==> config.mk <==
export PLATFORM = sky130hd
export DESIGN_NAME = dma_read
export DESIGN_NICKNAME = d
export VERILOG_FILES = /design/src/design/axi_pkg.sv /design/src/design/dma_pkg.sv /design/src/design/sync_fifo.sv /design/src/design/dma_cmd_split.sv /design/src/design/axi_burst_reader.sv /design/src/design/dma_read.sv
export SDC_FILE = /design/constraint.sdc
export NUM_CORES = 1
export LEC_CHECK = 0
export BUFFER_PORTS_ARGS = -buffer_cell sky130_fd_sc_hd__buf_2
export CORE_MARGIN = 2
export CORE_UTILIZATION = 53
export CTS_CLUSTER_SIZE = 14
export DETAILED_ROUTE_END_ITERATION = 6
export PLACE_DENSITY = 0.77
export SKIP_CTS_REPAIR_TIMING = 1
export SYNTH_ARGS = -nofsm -noshare
export SYNTH_HDL_FRONTEND = slang
export SYNTH_SLANG_ARGS = --single-unit
export TNS_END_PERCENT = 1
==> constraint.sdc <==
create_clock -name clk -period 3.4 [get_ports clk]
set_input_delay 0.34 -clock clk [delete_from_list [all_inputs] [get_ports clk]]
set_output_delay 0.34 -clock clk [all_outputs]
set_load 0.005 [all_outputs]
==> src/design/axi_pkg.sv <==
`default_nettype none

package axi_pkg;

    localparam int ADDR_W = 32;
    localparam int LEN_W  = 4;   // 16-beat bursts at most
    localparam int DATA_W = 32;
    localparam int STRB_W = DATA_W / 8;

    typedef logic [ADDR_W-1:0] addr_t;
    typedef logic [LEN_W-1:0]  axi_len_t;   // zero-based beat count
    typedef logic [1:0]        axi_resp_t;
    typedef logic [DATA_W-1:0] word_t;
    typedef logic [STRB_W-1:0] strb_t;

    // read response codes
    localparam axi_resp_t RESP_OKAY   = 2'b00;
    localparam axi_resp_t RESP_SLVERR = 2'b10;

endpackage

`default_nettype wire

==> src/design/dma_pkg.sv <==
`default_nettype none

package dma_pkg;

    localparam int BLEN_W = 12;

    typedef logic [BLEN_W-1:0] byte_cnt_t;
    typedef logic [1:0]        lane_t;      // byte lane within a 32-bit word

    // one split burst, as queued between splitter and reader
    typedef struct packed {
        axi_pkg::addr_t    addr;        // word aligned
        axi_pkg::axi_len_t len;         // words minus one
        logic              first;       // first burst of its command
        logic              last;        // last burst of its command
        lane_t             start_off;   // command address mod 4
        lane_t             end_off;     // command end mod 4, 0 = full word
    } burst_t;

    // what the reader keeps per in-flight burst
    typedef struct packed {
        logic  first;
        logic  last;
        lane_t start_off;
        lane_t end_off;
    } burst_tag_t;

    function automatic burst_tag_t burst_to_tag(input burst_t b);
        burst_tag_t t;
        t.first     = b.first;
        t.last      = b.last;
        t.start_off = b.start_off;
        t.end_off   = b.end_off;
        return t;
    endfunction

endpackage

`default_nettype wire

==> src/design/sync_fifo.sv <==
`timescale 1ns/1ps
`default_nettype none

module sync_fifo #(
    parameter int  DEPTH  = 4,
    parameter type item_t = logic
) (
    input  logic                   clk,
    input  logic                   rst,

    input  logic                   push,
    input  item_t                  push_data,
    output logic                   full,

    input  logic                   pop,
    output item_t                  pop_data,
    output logic                   empty,

    output logic [$clog2(DEPTH):0] free
);

    localparam int AW = $clog2(DEPTH);
    localparam int CW = AW + 1;

    item_t         mem [DEPTH];
    logic [AW-1:0] wr_ptr;
    logic [AW-1:0] rd_ptr;
    logic [CW-1:0] count;

    logic          do_push;
    logic          do_pop;

    assign do_push = push && !full;
    assign do_pop  = pop && !empty;

    assign full     = count == CW'(DEPTH);
    assign empty    = count == '0;
    assign free     = CW'(DEPTH) - count;
    assign pop_data = mem[rd_ptr];

    // pointers wrap by hand so DEPTH need not be a power of two
    function automatic logic [AW-1:0] ptr_inc(input logic [AW-1:0] p);
        if (p == AW'(DEPTH - 1)) begin
            return '0;
        end
        return p + 1'b1;
    endfunction

    always_ff @(posedge clk) begin
        if (rst) begin
            wr_ptr <= '0;
            rd_ptr <= '0;
            count  <= '0;
        end else begin
            if (do_push) begin
                wr_ptr <= ptr_inc(wr_ptr);
            end
            if (do_pop) begin
                rd_ptr <= ptr_inc(rd_ptr);
            end
            if (do_push && !do_pop) begin
                count <= count + 1'b1;
            end else if (do_pop && !do_push) begin
                count <= count - 1'b1;
            end
        end
    end

    always_ff @(posedge clk) begin
        if (do_push) begin
            mem[wr_ptr] <= push_data;
        end
    end

endmodule

`default_nettype wire

==> src/design/dma_cmd_split.sv <==
`timescale 1ns/1ps
`default_nettype none

module dma_cmd_split (
    input  logic               clk,
    input  logic               rst,

    input  logic               cmd_valid,
    output logic               cmd_ready,
    input  axi_pkg::addr_t     cmd_addr,
    input  dma_pkg::byte_cnt_t cmd_bytes,

    output logic               burst_valid,
    input  logic               burst_ready,
    output dma_pkg::burst_t    burst
);

    import axi_pkg::*;
    import dma_pkg::*;

    localparam int WORD_AW = ADDR_W - 2;    // word index width
    localparam int BLK_W   = WORD_AW - LEN_W;

    logic               active;
    logic [WORD_AW-1:0] cur_word;           // next word to request
    logic [WORD_AW-1:0] last_word;          // final word of the command
    logic               first_flag;
    lane_t              start_off;
    lane_t              end_off;

    addr_t              cmd_end;            // address of the final byte
    logic               cmd_take;
    logic               burst_take;
    logic               last_burst;
    axi_len_t           cur_len;
    logic [BLK_W-1:0]   next_block;

    assign cmd_end    = cmd_addr + {{(ADDR_W-BLEN_W){1'b0}}, cmd_bytes} - 1'b1;
    assign cmd_take   = cmd_valid && cmd_ready;
    assign burst_take = burst_valid && burst_ready;

    // final burst once the end word sits in the current aligned block
    assign last_burst = cur_word[WORD_AW-1:LEN_W] == last_word[WORD_AW-1:LEN_W];

    always_comb begin
        if (last_burst) begin
            cur_len = last_word[LEN_W-1:0] - cur_word[LEN_W-1:0];
        end else begin
            cur_len = ~cur_word[LEN_W-1:0];    // run up to the block boundary
        end
    end

    assign next_block = cur_word[WORD_AW-1:LEN_W] + 1'b1;

    assign cmd_ready   = !active;
    assign burst_valid = active;

    always_comb begin
        burst.addr      = {cur_word, 2'b00};
        burst.len       = cur_len;
        burst.first     = first_flag;
        burst.last      = last_burst;
        burst.start_off = start_off;
        burst.end_off   = end_off;
    end

    always_ff @(posedge clk) begin
        if (rst) begin
            active <= 1'b0;
        end else if (cmd_take) begin
            active <= 1'b1;
        end else if (burst_take && last_burst) begin
            active <= 1'b0;
        end
    end

    always_ff @(posedge clk) begin
        if (cmd_take) begin
            cur_word   <= cmd_addr[ADDR_W-1:2];
            last_word  <= cmd_end[ADDR_W-1:2];
            first_flag <= 1'b1;
            start_off  <= cmd_addr[1:0];
            end_off    <= cmd_addr[1:0] + cmd_bytes[1:0];  // wraps to 0 on a full word
        end else if (burst_take) begin
            cur_word   <= {next_block, {LEN_W{1'b0}}};
            first_flag <= 1'b0;
        end
    end

endmodule

`default_nettype wire

==> src/design/axi_burst_reader.sv <==
`timescale 1ns/1ps
`default_nettype none

module axi_burst_reader #(
    parameter int MAX_OUT = 8,
    parameter int FREE_W  = 9
) (
    input  logic               clk,
    input  logic               rst,

    input  logic               halt,
    output logic               busy,
    output logic               error,
    output logic               cmd_done,

    input  logic               q_valid,
    output logic               q_ready,
    input  dma_pkg::burst_t    q_burst,

    output logic               ar_valid,
    input  logic               ar_ready,
    output axi_pkg::addr_t     ar_addr,
    output axi_pkg::axi_len_t  ar_len,

    input  logic               r_valid,
    output logic               r_ready,
    input  axi_pkg::word_t     r_data,
    input  axi_pkg::axi_resp_t r_resp,
    input  logic               r_last,

    output logic               out_valid,
    input  logic               out_ready,
    output axi_pkg::word_t     out_data,
    output axi_pkg::strb_t     out_strb,
    output logic               out_last,
    input  logic [FREE_W-1:0]  out_free
);

    import axi_pkg::*;
    import dma_pkg::*;

    logic              take;
    logic              r_hs;
    logic              deliver;
    logic              bad_resp;

    logic [FREE_W-1:0] reserved;        // words promised but not yet delivered
    logic [FREE_W-1:0] usable;
    logic [FREE_W-1:0] burst_words;
    logic              space_ok;

    logic              tag_full;
    logic              tag_empty;
    burst_tag_t        head_tag;

    logic              beat_first;      // next r beat opens a burst
    logic              beat_cmd_last;
    strb_t             beat_strb;

    assign r_hs     = r_valid && r_ready;
    assign deliver  = out_valid && out_ready;
    assign bad_resp = r_resp != RESP_OKAY;

    // reserve a full-length burst worth of room before issuing anything
    assign usable      = out_free - reserved;
    assign space_ok    = |usable[FREE_W-1:LEN_W];
    assign burst_words = FREE_W'(q_burst.len) + 1'b1;

    assign q_ready = !ar_valid && !halt && !error && !tag_full && space_ok;
    assign take    = q_valid && q_ready;

    always_ff @(posedge clk) begin
        if (rst) begin
            reserved <= '0;
        end else begin
            reserved <= reserved + (take ? burst_words : '0) - FREE_W'(deliver);
        end
    end

    // in-flight tags, one per issued burst, retired on r_last
    sync_fifo #(
        .DEPTH  (MAX_OUT),
        .item_t (burst_tag_t)
    ) u_tag_fifo (
        .clk       (clk),
        .rst       (rst),
        .push      (take),
        .push_data (burst_to_tag(q_burst)),
        .full      (tag_full),
        .pop       (r_hs && r_last),
        .pop_data  (head_tag),
        .empty     (tag_empty),
        .free      ()
    );

    assign busy = !tag_empty;

    always_ff @(posedge clk) begin
        if (rst) begin
            ar_valid <= 1'b0;
        end else if (take) begin
            ar_valid <= 1'b1;
        end else if (ar_ready) begin
            ar_valid <= 1'b0;
        end
    end

    always_ff @(posedge clk) begin
        if (take) begin
            ar_addr <= q_burst.addr;
            ar_len  <= q_burst.len;
        end
    end

    always_ff @(posedge clk) begin
        if (rst) begin
            beat_first <= 1'b1;
        end else if (r_hs) begin
            beat_first <= r_last;
        end
    end

    assign beat_cmd_last = r_last && head_tag.last;

    // trim the partial words at either end of the command
    always_comb begin
        beat_strb = '1;
        if (beat_first && head_tag.first) begin
            beat_strb = strb_t'(4'hf << head_tag.start_off);
        end
        if (beat_cmd_last && head_tag.end_off != 2'd0) begin
            beat_strb = beat_strb & ~strb_t'(4'hf << head_tag.end_off);
        end
    end

    always_ff @(posedge clk) begin
        if (rst) begin
            error <= 1'b0;
        end else if (r_hs && bad_resp) begin
            error <= 1'b1;      // sticky until reset
        end
    end

    assign r_ready = out_ready || !out_valid;

    always_ff @(posedge clk) begin
        if (rst) begin
            out_valid <= 1'b0;
            out_last  <= 1'b0;
        end else if (r_hs) begin
            out_valid <= !error && !bad_resp;   // drop the bad beat and all after it
            out_last  <= beat_cmd_last;
        end else if (out_ready) begin
            out_valid <= 1'b0;
        end
    end

    always_ff @(posedge clk) begin
        if (r_hs) begin
            out_data <= r_data;
            out_strb <= beat_strb;
        end
    end

    always_ff @(posedge clk) begin
        if (rst) begin
            cmd_done <= 1'b0;
        end else begin
            cmd_done <= deliver && out_last;
        end
    end

endmodule

`default_nettype wire

==> src/design/dma_read.sv <==
`timescale 1ns/1ps
`default_nettype none

module dma_read #(
    parameter int MAX_OUT     = 8,
    parameter int QUEUE_DEPTH = 4,
    parameter int FREE_W      = 9     // at least LEN_W + 1
) (
    input  logic               clk,
    input  logic               rst,

    input  logic               cmd_valid,
    output logic               cmd_ready,
    input  axi_pkg::addr_t     cmd_addr,
    input  dma_pkg::byte_cnt_t cmd_bytes,

    output logic               ar_valid,
    input  logic               ar_ready,
    output axi_pkg::addr_t     ar_addr,
    output axi_pkg::axi_len_t  ar_len,

    input  logic               r_valid,
    output logic               r_ready,
    input  axi_pkg::word_t     r_data,
    input  axi_pkg::axi_resp_t r_resp,
    input  logic               r_last,

    output logic               out_valid,
    input  logic               out_ready,
    output axi_pkg::word_t     out_data,
    output axi_pkg::strb_t     out_strb,
    output logic               out_last,
    input  logic [FREE_W-1:0]  out_free,

    input  logic               halt,
    output logic               busy,
    output logic               error,
    output logic               cmd_done
);

    import dma_pkg::*;

    logic   burst_valid;
    logic   burst_ready;
    burst_t burst;

    logic   q_valid;
    logic   q_ready;
    logic   q_full;
    logic   q_empty;
    burst_t q_burst;

    assign burst_ready = !q_full;
    assign q_valid     = !q_empty;

    dma_cmd_split u_split (
        .clk         (clk),
        .rst         (rst),
        .cmd_valid   (cmd_valid),
        .cmd_ready   (cmd_ready),
        .cmd_addr    (cmd_addr),
        .cmd_bytes   (cmd_bytes),
        .burst_valid (burst_valid),
        .burst_ready (burst_ready),
        .burst       (burst)
    );

    // burst queue between splitter and reader
    sync_fifo #(
        .DEPTH  (QUEUE_DEPTH),
        .item_t (burst_t)
    ) u_burst_q (
        .clk       (clk),
        .rst       (rst),
        .push      (burst_valid),
        .push_data (burst),
        .full      (q_full),
        .pop       (q_ready),
        .pop_data  (q_burst),
        .empty     (q_empty),
        .free      ()
    );

    axi_burst_reader #(
        .MAX_OUT (MAX_OUT),
        .FREE_W  (FREE_W)
    ) u_reader (
        .clk       (clk),
        .rst       (rst),
        .halt      (halt),
        .busy      (busy),
        .error     (error),
        .cmd_done  (cmd_done),
        .q_valid   (q_valid),
        .q_ready   (q_ready),
        .q_burst   (q_burst),
        .ar_valid  (ar_valid),
        .ar_ready  (ar_ready),
        .ar_addr   (ar_addr),
        .ar_len    (ar_len),
        .r_valid   (r_valid),
        .r_ready   (r_ready),
        .r_data    (r_data),
        .r_resp    (r_resp),
        .r_last    (r_last),
        .out_valid (out_valid),
        .out_ready (out_ready),
        .out_data  (out_data),
        .out_strb  (out_strb),
        .out_last  (out_last),
        .out_free  (out_free)
    );

endmodule

`default_nettype wire

# Word-level counts from Yosys, hierarchy flattened
# Memories as Yosys holds them, arrays and structs flattened. A register that Yosys moved wholly into a read port is not among the register bits.
# Index checks and enable logic that the tools add are counted.
totals:
  regBits: 170
  mem_bits_rw: 208
  inputBits: 95
  output_inout_bits: 80
  wordCells: 147
  mem_count: 2
mem_list:
  columns: ["memory", "words", "width", "read_ports", "rd_ports_with_merged_regs", "write_ports", "line", "text"]
  rows:
  - ["u_burst_q.mem", 4, 40, 1, 1, 1, "sync_fifo.sv:25", "item_t mem [DEPTH];"]
  - ["u_reader.u_tag_fifo.mem", 8, 6, 1, 1, 1, "sync_fifo.sv:25", null]
classes:
  add_sub_neg: 17
  eq_ne: 7
  n_shift: 2
  mux: 44
  bitwise: 3
  n_reduce_logical: 49
ops:
  columns: ["op", "count"]
  rows:
  - ["30-bit two-way mux", 2]
  - ["32-bit by 12-bit adder with 32-bit output", 1]
  - ["32-bit by 1-bit subtractor with 32-bit output, second input constant", 1]
  - ["26-bit by 1-bit adder with 26-bit output, second input constant", 1]
  - ["26-bit equality test", 1]
  - ["3-bit two-way mux", 8]
  - ["1-bit logical AND", 23]
  - ["1-bit two-way mux", 22]
  - ["4-bit two-way mux", 5]
  - ["2-bit nonzero test", 8]
  - ["1-bit zero test", 14]
  - ["2-bit two-way mux", 6]
  - ["3-bit by 1-bit adder with 3-bit output, second input constant", 3]
  - ["9-bit adder", 1]
  - ["3-bit equality test, second input constant", 3]
  - ["9-bit two-way mux", 1]
  - ["9-bit by 1-bit subtractor with 9-bit output", 1]
  - ["9-bit subtractor", 1]
  - ["4-bit inverter", 2]
  - ["4-bit by 2-bit left shift with 4-bit output, first input constant", 2]
  - ["4-bit by 1-bit adder with 5-bit output, second input constant", 1]
  - ["5-bit OR reduction", 1]
  - ["2-bit by 1-bit adder with 2-bit output, second input constant", 2]
  - ["4-bit by 1-bit adder with 4-bit output, second input constant", 1]
  - ["10 further kinds", 11]

# Logic depth before layout (Yosys ltp)
logic_depth:
  depth_word: 11
  ltp_mapped: 19
  ltp_nobuf: 18

# Modules after synthesis
# From an unflattened synthesis, not the netlist that was laid out.
unflattened:
  cells_unflattened: 1222
  area_unflattened_um2: 17805.8
by_module_without_submodules:
  columns: ["mod", "instances", "cells_per_inst", "area_each_um2", "seq_area_each_um2"]
  rows:
  - ["sync_fifo at u_burst_q", 1, 273, 6620.1, 5225.0]
  - ["dma_cmd_split", 1, 555, 5069.9, 1961.9]
  - ["axi_burst_reader", 1, 239, 3553.4, 2462.4]
  - ["sync_fifo at u_reader.u_tag_fifo", 1, 153, 2555.0, 1701.6]
  - ["dma_read", 1, 2, 7.5, 0.0]

# Worst setup path before layout
# No wires, ideal clock.
synth_timing:
  kind: "input port to flip-flop"
  startpoint: "input port out_ready"
  endpoint: "register u_reader.u_tag_fifo.count[3]"
  setup_time_ns: 0.071
  arrival_time_ns: 3.634
  t_required_ns: 3.329
  path_slack_ns: -0.304
  stages: 12
  n_path_buf: 1
  cell_sequence: "nand2b_1 -> and2_1 -> clkbuf_1 -> nand3_1 -> ha_1 -> inv_1 -> ha_1 -> a21o_1 -> a21oi_1 -> xnor2_1 -> or3_1 -> a21oi_1"
synth_via:
  elab_chain_len: 7
  elab_cells_between_ends: 9
  classes_between: "mux: 1; reduce/logical: 8"
synth_lines:
  columns: ["element", "line", "text"]
  rows:
  - ["from (decl)", "dma_read.sv:29", "input logic out_ready,"]
  - ["1-bit logical OR (*)", "axi_burst_reader.sv:144", "assign r_ready = out_ready || !out_valid;"]
  - ["1-bit logical AND (*)", "axi_burst_reader.sv:60", "assign r_hs = r_valid && r_ready;"]
  - ["net u_reader.r_hs", "axi_burst_reader.sv:43", "logic r_hs;"]
  - ["1-bit logical AND (*)", "axi_burst_reader.sv:90", ".pop (r_hs && r_last),"]
  - ["1-bit logical AND (*)", "sync_fifo.sv:34", "assign do_pop = pop && !empty;"]
  - ["1-bit zero test", "sync_fifo.sv:61", "if (do_push && !do_pop) begin"]
  - ["1-bit logical AND", "sync_fifo.sv:61", null]
  - ["4-bit two-way mux / 2-bit nonzero test (equally long branches)", null, null]
  - ["to (signal assigned)", "sync_fifo.sv:62", "count <= count + 1'b1;"]
  - ["to (signal assigned)", "sync_fifo.sv:64", "count <= count - 1'b1;"]
  - ["to (decl)", "sync_fifo.sv:28", "logic [CW-1:0] count;"]
# The timed path passes the listed nets; every way through them passes the cells marked *.
# A chain may end at the register's enable or synchronous reset.

# Worst setup path in the final report
layout_timing:
  startpoint: "register u_reader.reserved[6]"
  endpoint: "register u_reader.reserved[8]"
layout_via:
  elab_chain_len: 7
layout_lines:
  columns: ["element", "line", "text"]
  rows:
  - ["from (decl)", "axi_burst_reader.sv:47", "logic [FREE_W-1:0] reserved;"]
  - ["from (signal assigned)", "axi_burst_reader.sv:76", "reserved <= reserved + (take ? burst_words : '0) - FREE_W'(deliver);"]
  - ["9-bit subtractor", "axi_burst_reader.sv:65", "assign usable = out_free - reserved;"]
  - ["5-bit OR reduction", "axi_burst_reader.sv:66", "assign space_ok = |usable[FREE_W-1:LEN_W];"]
  - ["1-bit logical AND", "axi_burst_reader.sv:69", "assign q_ready = !ar_valid && !halt && !error && !tag_full && space_ok;"]
  - ["1-bit logical AND", "axi_burst_reader.sv:70", "assign take = q_valid && q_ready;"]
  - ["9-bit two-way mux", "axi_burst_reader.sv:76", null]
  - ["9-bit adder (*)", "axi_burst_reader.sv:76", null]
  - ["9-bit by 1-bit subtractor with 9-bit output (*)", "axi_burst_reader.sv:76", null]
# Mark *: on every way between the ends. The rest lies on a longest branch, timed or not.

==> metrics.txt <==
largest net degree at the start of global routing=79; Post-Syn Area=17200 µm²; Area Overhead vs Synth=17.9%; Post-synth EDFFs=342; Post-synth ARST share=0%; core area=32300 µm²; CP Capture Type=flop; simple-gate share of the synthesized area=7.17%; top layer in use=met4; crit path kind=flop to flop; final wirelength=33.6 mm; DP HPWL=22.5 mm; P_leak=7.65 nW; synthesized flop and latch total=381; CTS H-tree depth=2; minimum clock period=3.48 ns; Die W=184 µm; CP Data Arrival Time=3.87 ns; CTS Buf Count=37; CP max FO=3; PortBufs=172; Post-Synth XOR/XNOR Area=5.24%; Synth Area in Compound Gates=5.87%; routed wl met2=17.1 mm; Residual DRC=0; CP startpoint kind=flop; first drt pass iteration count=5; Power Density=671 nW/µm²; # rows=66; CTS tree=done; final worst slack=-0.0840 ns; layout cells sized above 1=26.8%; area of the multi-input gates=5800 µm²; DRT antenna net count=0; clock sinks=381; Synth Area per Inst=14.6 µm²; non-filler cells, final=1880; largest family of logic cells by synthesized area=multiplexers; f_max=0.287 GHz; wire per inst=17.9 µm; nets=1595; Iteration-0 DRC Markers=557; Worst Path Required=3.78 ns; clock latency on the worst-skew pair=0.52 ns; register-to-register setup slack=-0.08 ns; synthesized-area fraction occupied by adder cells=6.39%; initial core utilization=53.3%; Cells after Synth=1177; outcome=complete, but fails checks; Met1 Routed Length=14.1 mm; clk_skew=0.0269 ns; IO Count=175; register area=11100 µm²; final hold vios=0; most common cell after layout, fill and taps aside=edfxtp_1; sequential share of the synthesized area=64.2%; final weighted congestion in routability-driven placement=0.788; Hold Path Class=input port to flop; Max-slew headroom=56.4%; Max Cap Viol=0; ANT cells=0; RSZ-0062 raised after global routing=yes; Final period util=102%; Max Root-Sink Buffers=3; synth warn=0; Die Y=184 µm; worst vdd ir=373 µV; vias in the first global route=9919; met3 wire len=1.57 mm; gr usage total=19.5%; post-synthesis mux area share=7.93%; commonest cells after routing, fill and taps aside=edfxtp_1, buf_2, inv_1; Final setup viols=1; Die ar.=33900 µm²; placed insts=1797; fillcell total=2338; Slew Limit Fails=0; first-pass GRT wire length=51.7 mm; clk slew on worst S/H paths=0.06 ns; Final Util=62.9%; Root Driver=clkbuf_16; Synth Flop Type=edfxtp_1; Via density=5.31; grt total ovfl=0; violated checks=negative setup slack; Pwr Total=13.6 mW; antenna violations before repair=0; Synth cell types=73; via count=9992; slew of the pin with the lowest slew margin=0.654 ns
-- state kept, by name, summed over array words and instances (netlist names), 2 cells and up, named ones only --
register	count
u_reader.u_tag_fifo.wr_ptr	3
u_burst_q.rd_ptr	2
u_reader.out_data	32
u_burst_q.mem	160
u_split.end_off	2
u_reader.reserved	9
u_reader.u_tag_fifo.rd_ptr	3
u_reader.out_strb	4
u_reader.u_tag_fifo.count	4
u_split.start_off	2
u_burst_q.wr_ptr	2
u_split.last_word	30
u_reader.u_tag_fifo.mem	48
u_reader.ar_addr	30
u_split.cur_word	30
u_reader.ar_len	4
u_burst_q.count	3
-- cells in the mapped netlist (all sizes together) (12+ instances only) --
library cell  number  share of area [%]
a21o              13               0.57
a21oi             51                1.6
buf               14               0.49
clkbuf            21               0.46
dfxtp             39                4.5
edfxtp           342                 60
ha                80                5.8
inv              103                2.2
mux2i             16                1.0
mux4              52                6.8
nand2             73                1.6
nand3             17               0.52
nand4             15               0.54
nor2              62                1.4
nor2b             12               0.45
o21ai             51                1.5
xnor2             40                2.0
xor2              63                3.2
-- path summary, 6_finish.rpt --
check                           cells past startpoint              endpoint                 start
worst max-delay path                               18  u_reader.reserved[8]  u_reader.reserved[6]
worst min-delay path                                1  u_reader.out_data[9]             r_data[9]
worst max register to register                     18  u_reader.reserved[8]  u_reader.reserved[6]
worst min register to register                      2     u_reader.ar_valid     u_reader.ar_valid
-- through the flow --
stage / setup TNS (ns) / instance area [µm²] / setup slack, ns / hold WS [ns]
2_1_floorplan: -0.205 / 17200 / -0.173 / 0.412
3_3_place_gp: -0.302 / 18800 / -0.210 / 0.468
3_5_place_dp: -0.604 / 18800 / -0.294 / 0.484
4_1_cts: -0.498 / 19900 / -0.285 / -0.0206
5_1_grt: -0.327 / 20300 / -0.180 / -0.000652
6_report: -0.0840 / 20300 / -0.0840 / 0.0119
-- power by group --
part	switching (mW)	internal [mW]	leakage [nW]	total (mW)
Clock	1.63	2.19	0.545	3.82
Combinational	1.85	1.68	3.60	3.53
Sequential	0.367	5.91	3.50	6.27
Total	3.84	9.78	7.65	13.6
-- layer usage --
layer  GRT usage, %  up-vias
li1               -     4815
met1           25.0     4855
met2           34.8      266
met3           2.98       56
met4           5.15        0
met5              0        -
-- layout make-up --
class / instances / area share [%]
multi-input combinational: 659 / 28.6
tap: 442 / 2.72
clock inverter: 11 / 0.456
timing repair buffer: 233 / 6.80
clock buffer: 51 / 5.07
sequential: 381 / 54.5
inverter: 103 / 1.92
-- cell families (layout without fill, tap and decap cells) --
| logic type | count (synthesis) | count (layout) |
|---|---|---|
| DFF | 381 | 381 |
| and+or+nand+nor | 241 | 241 |
| AOI/OAI and AO/OA | 158 | 158 |
| buffers and inverters | 138 | 398 |
| xor gates and xnor gates | 103 | 103 |
| adders and majority gates | 85 | 85 |
| muxes | 70 | 70 |
| other | 1 | 2 |
-- worst max-delay path: stages (launching register included) --
cell	delay (ns)
dfxtp_2	0.33
inv_2	0.05
ha_4	0.26
xor2_4	0.16
o31ai_4	0.22
nand3b_1	0.14
o211a_4	0.28
buf_6	0.13
inv_4	0.05
nor2_4	0.03
ha_4	0.16
fa_2	0.36
a21o_1	0.20
a21oi_2	0.14
nor2b_2	0.07
o21a_1	0.21
o41ai_2	0.32
xnor2_1	0.17
nor2_1	0.05
(Power assumes the default switching activity.)
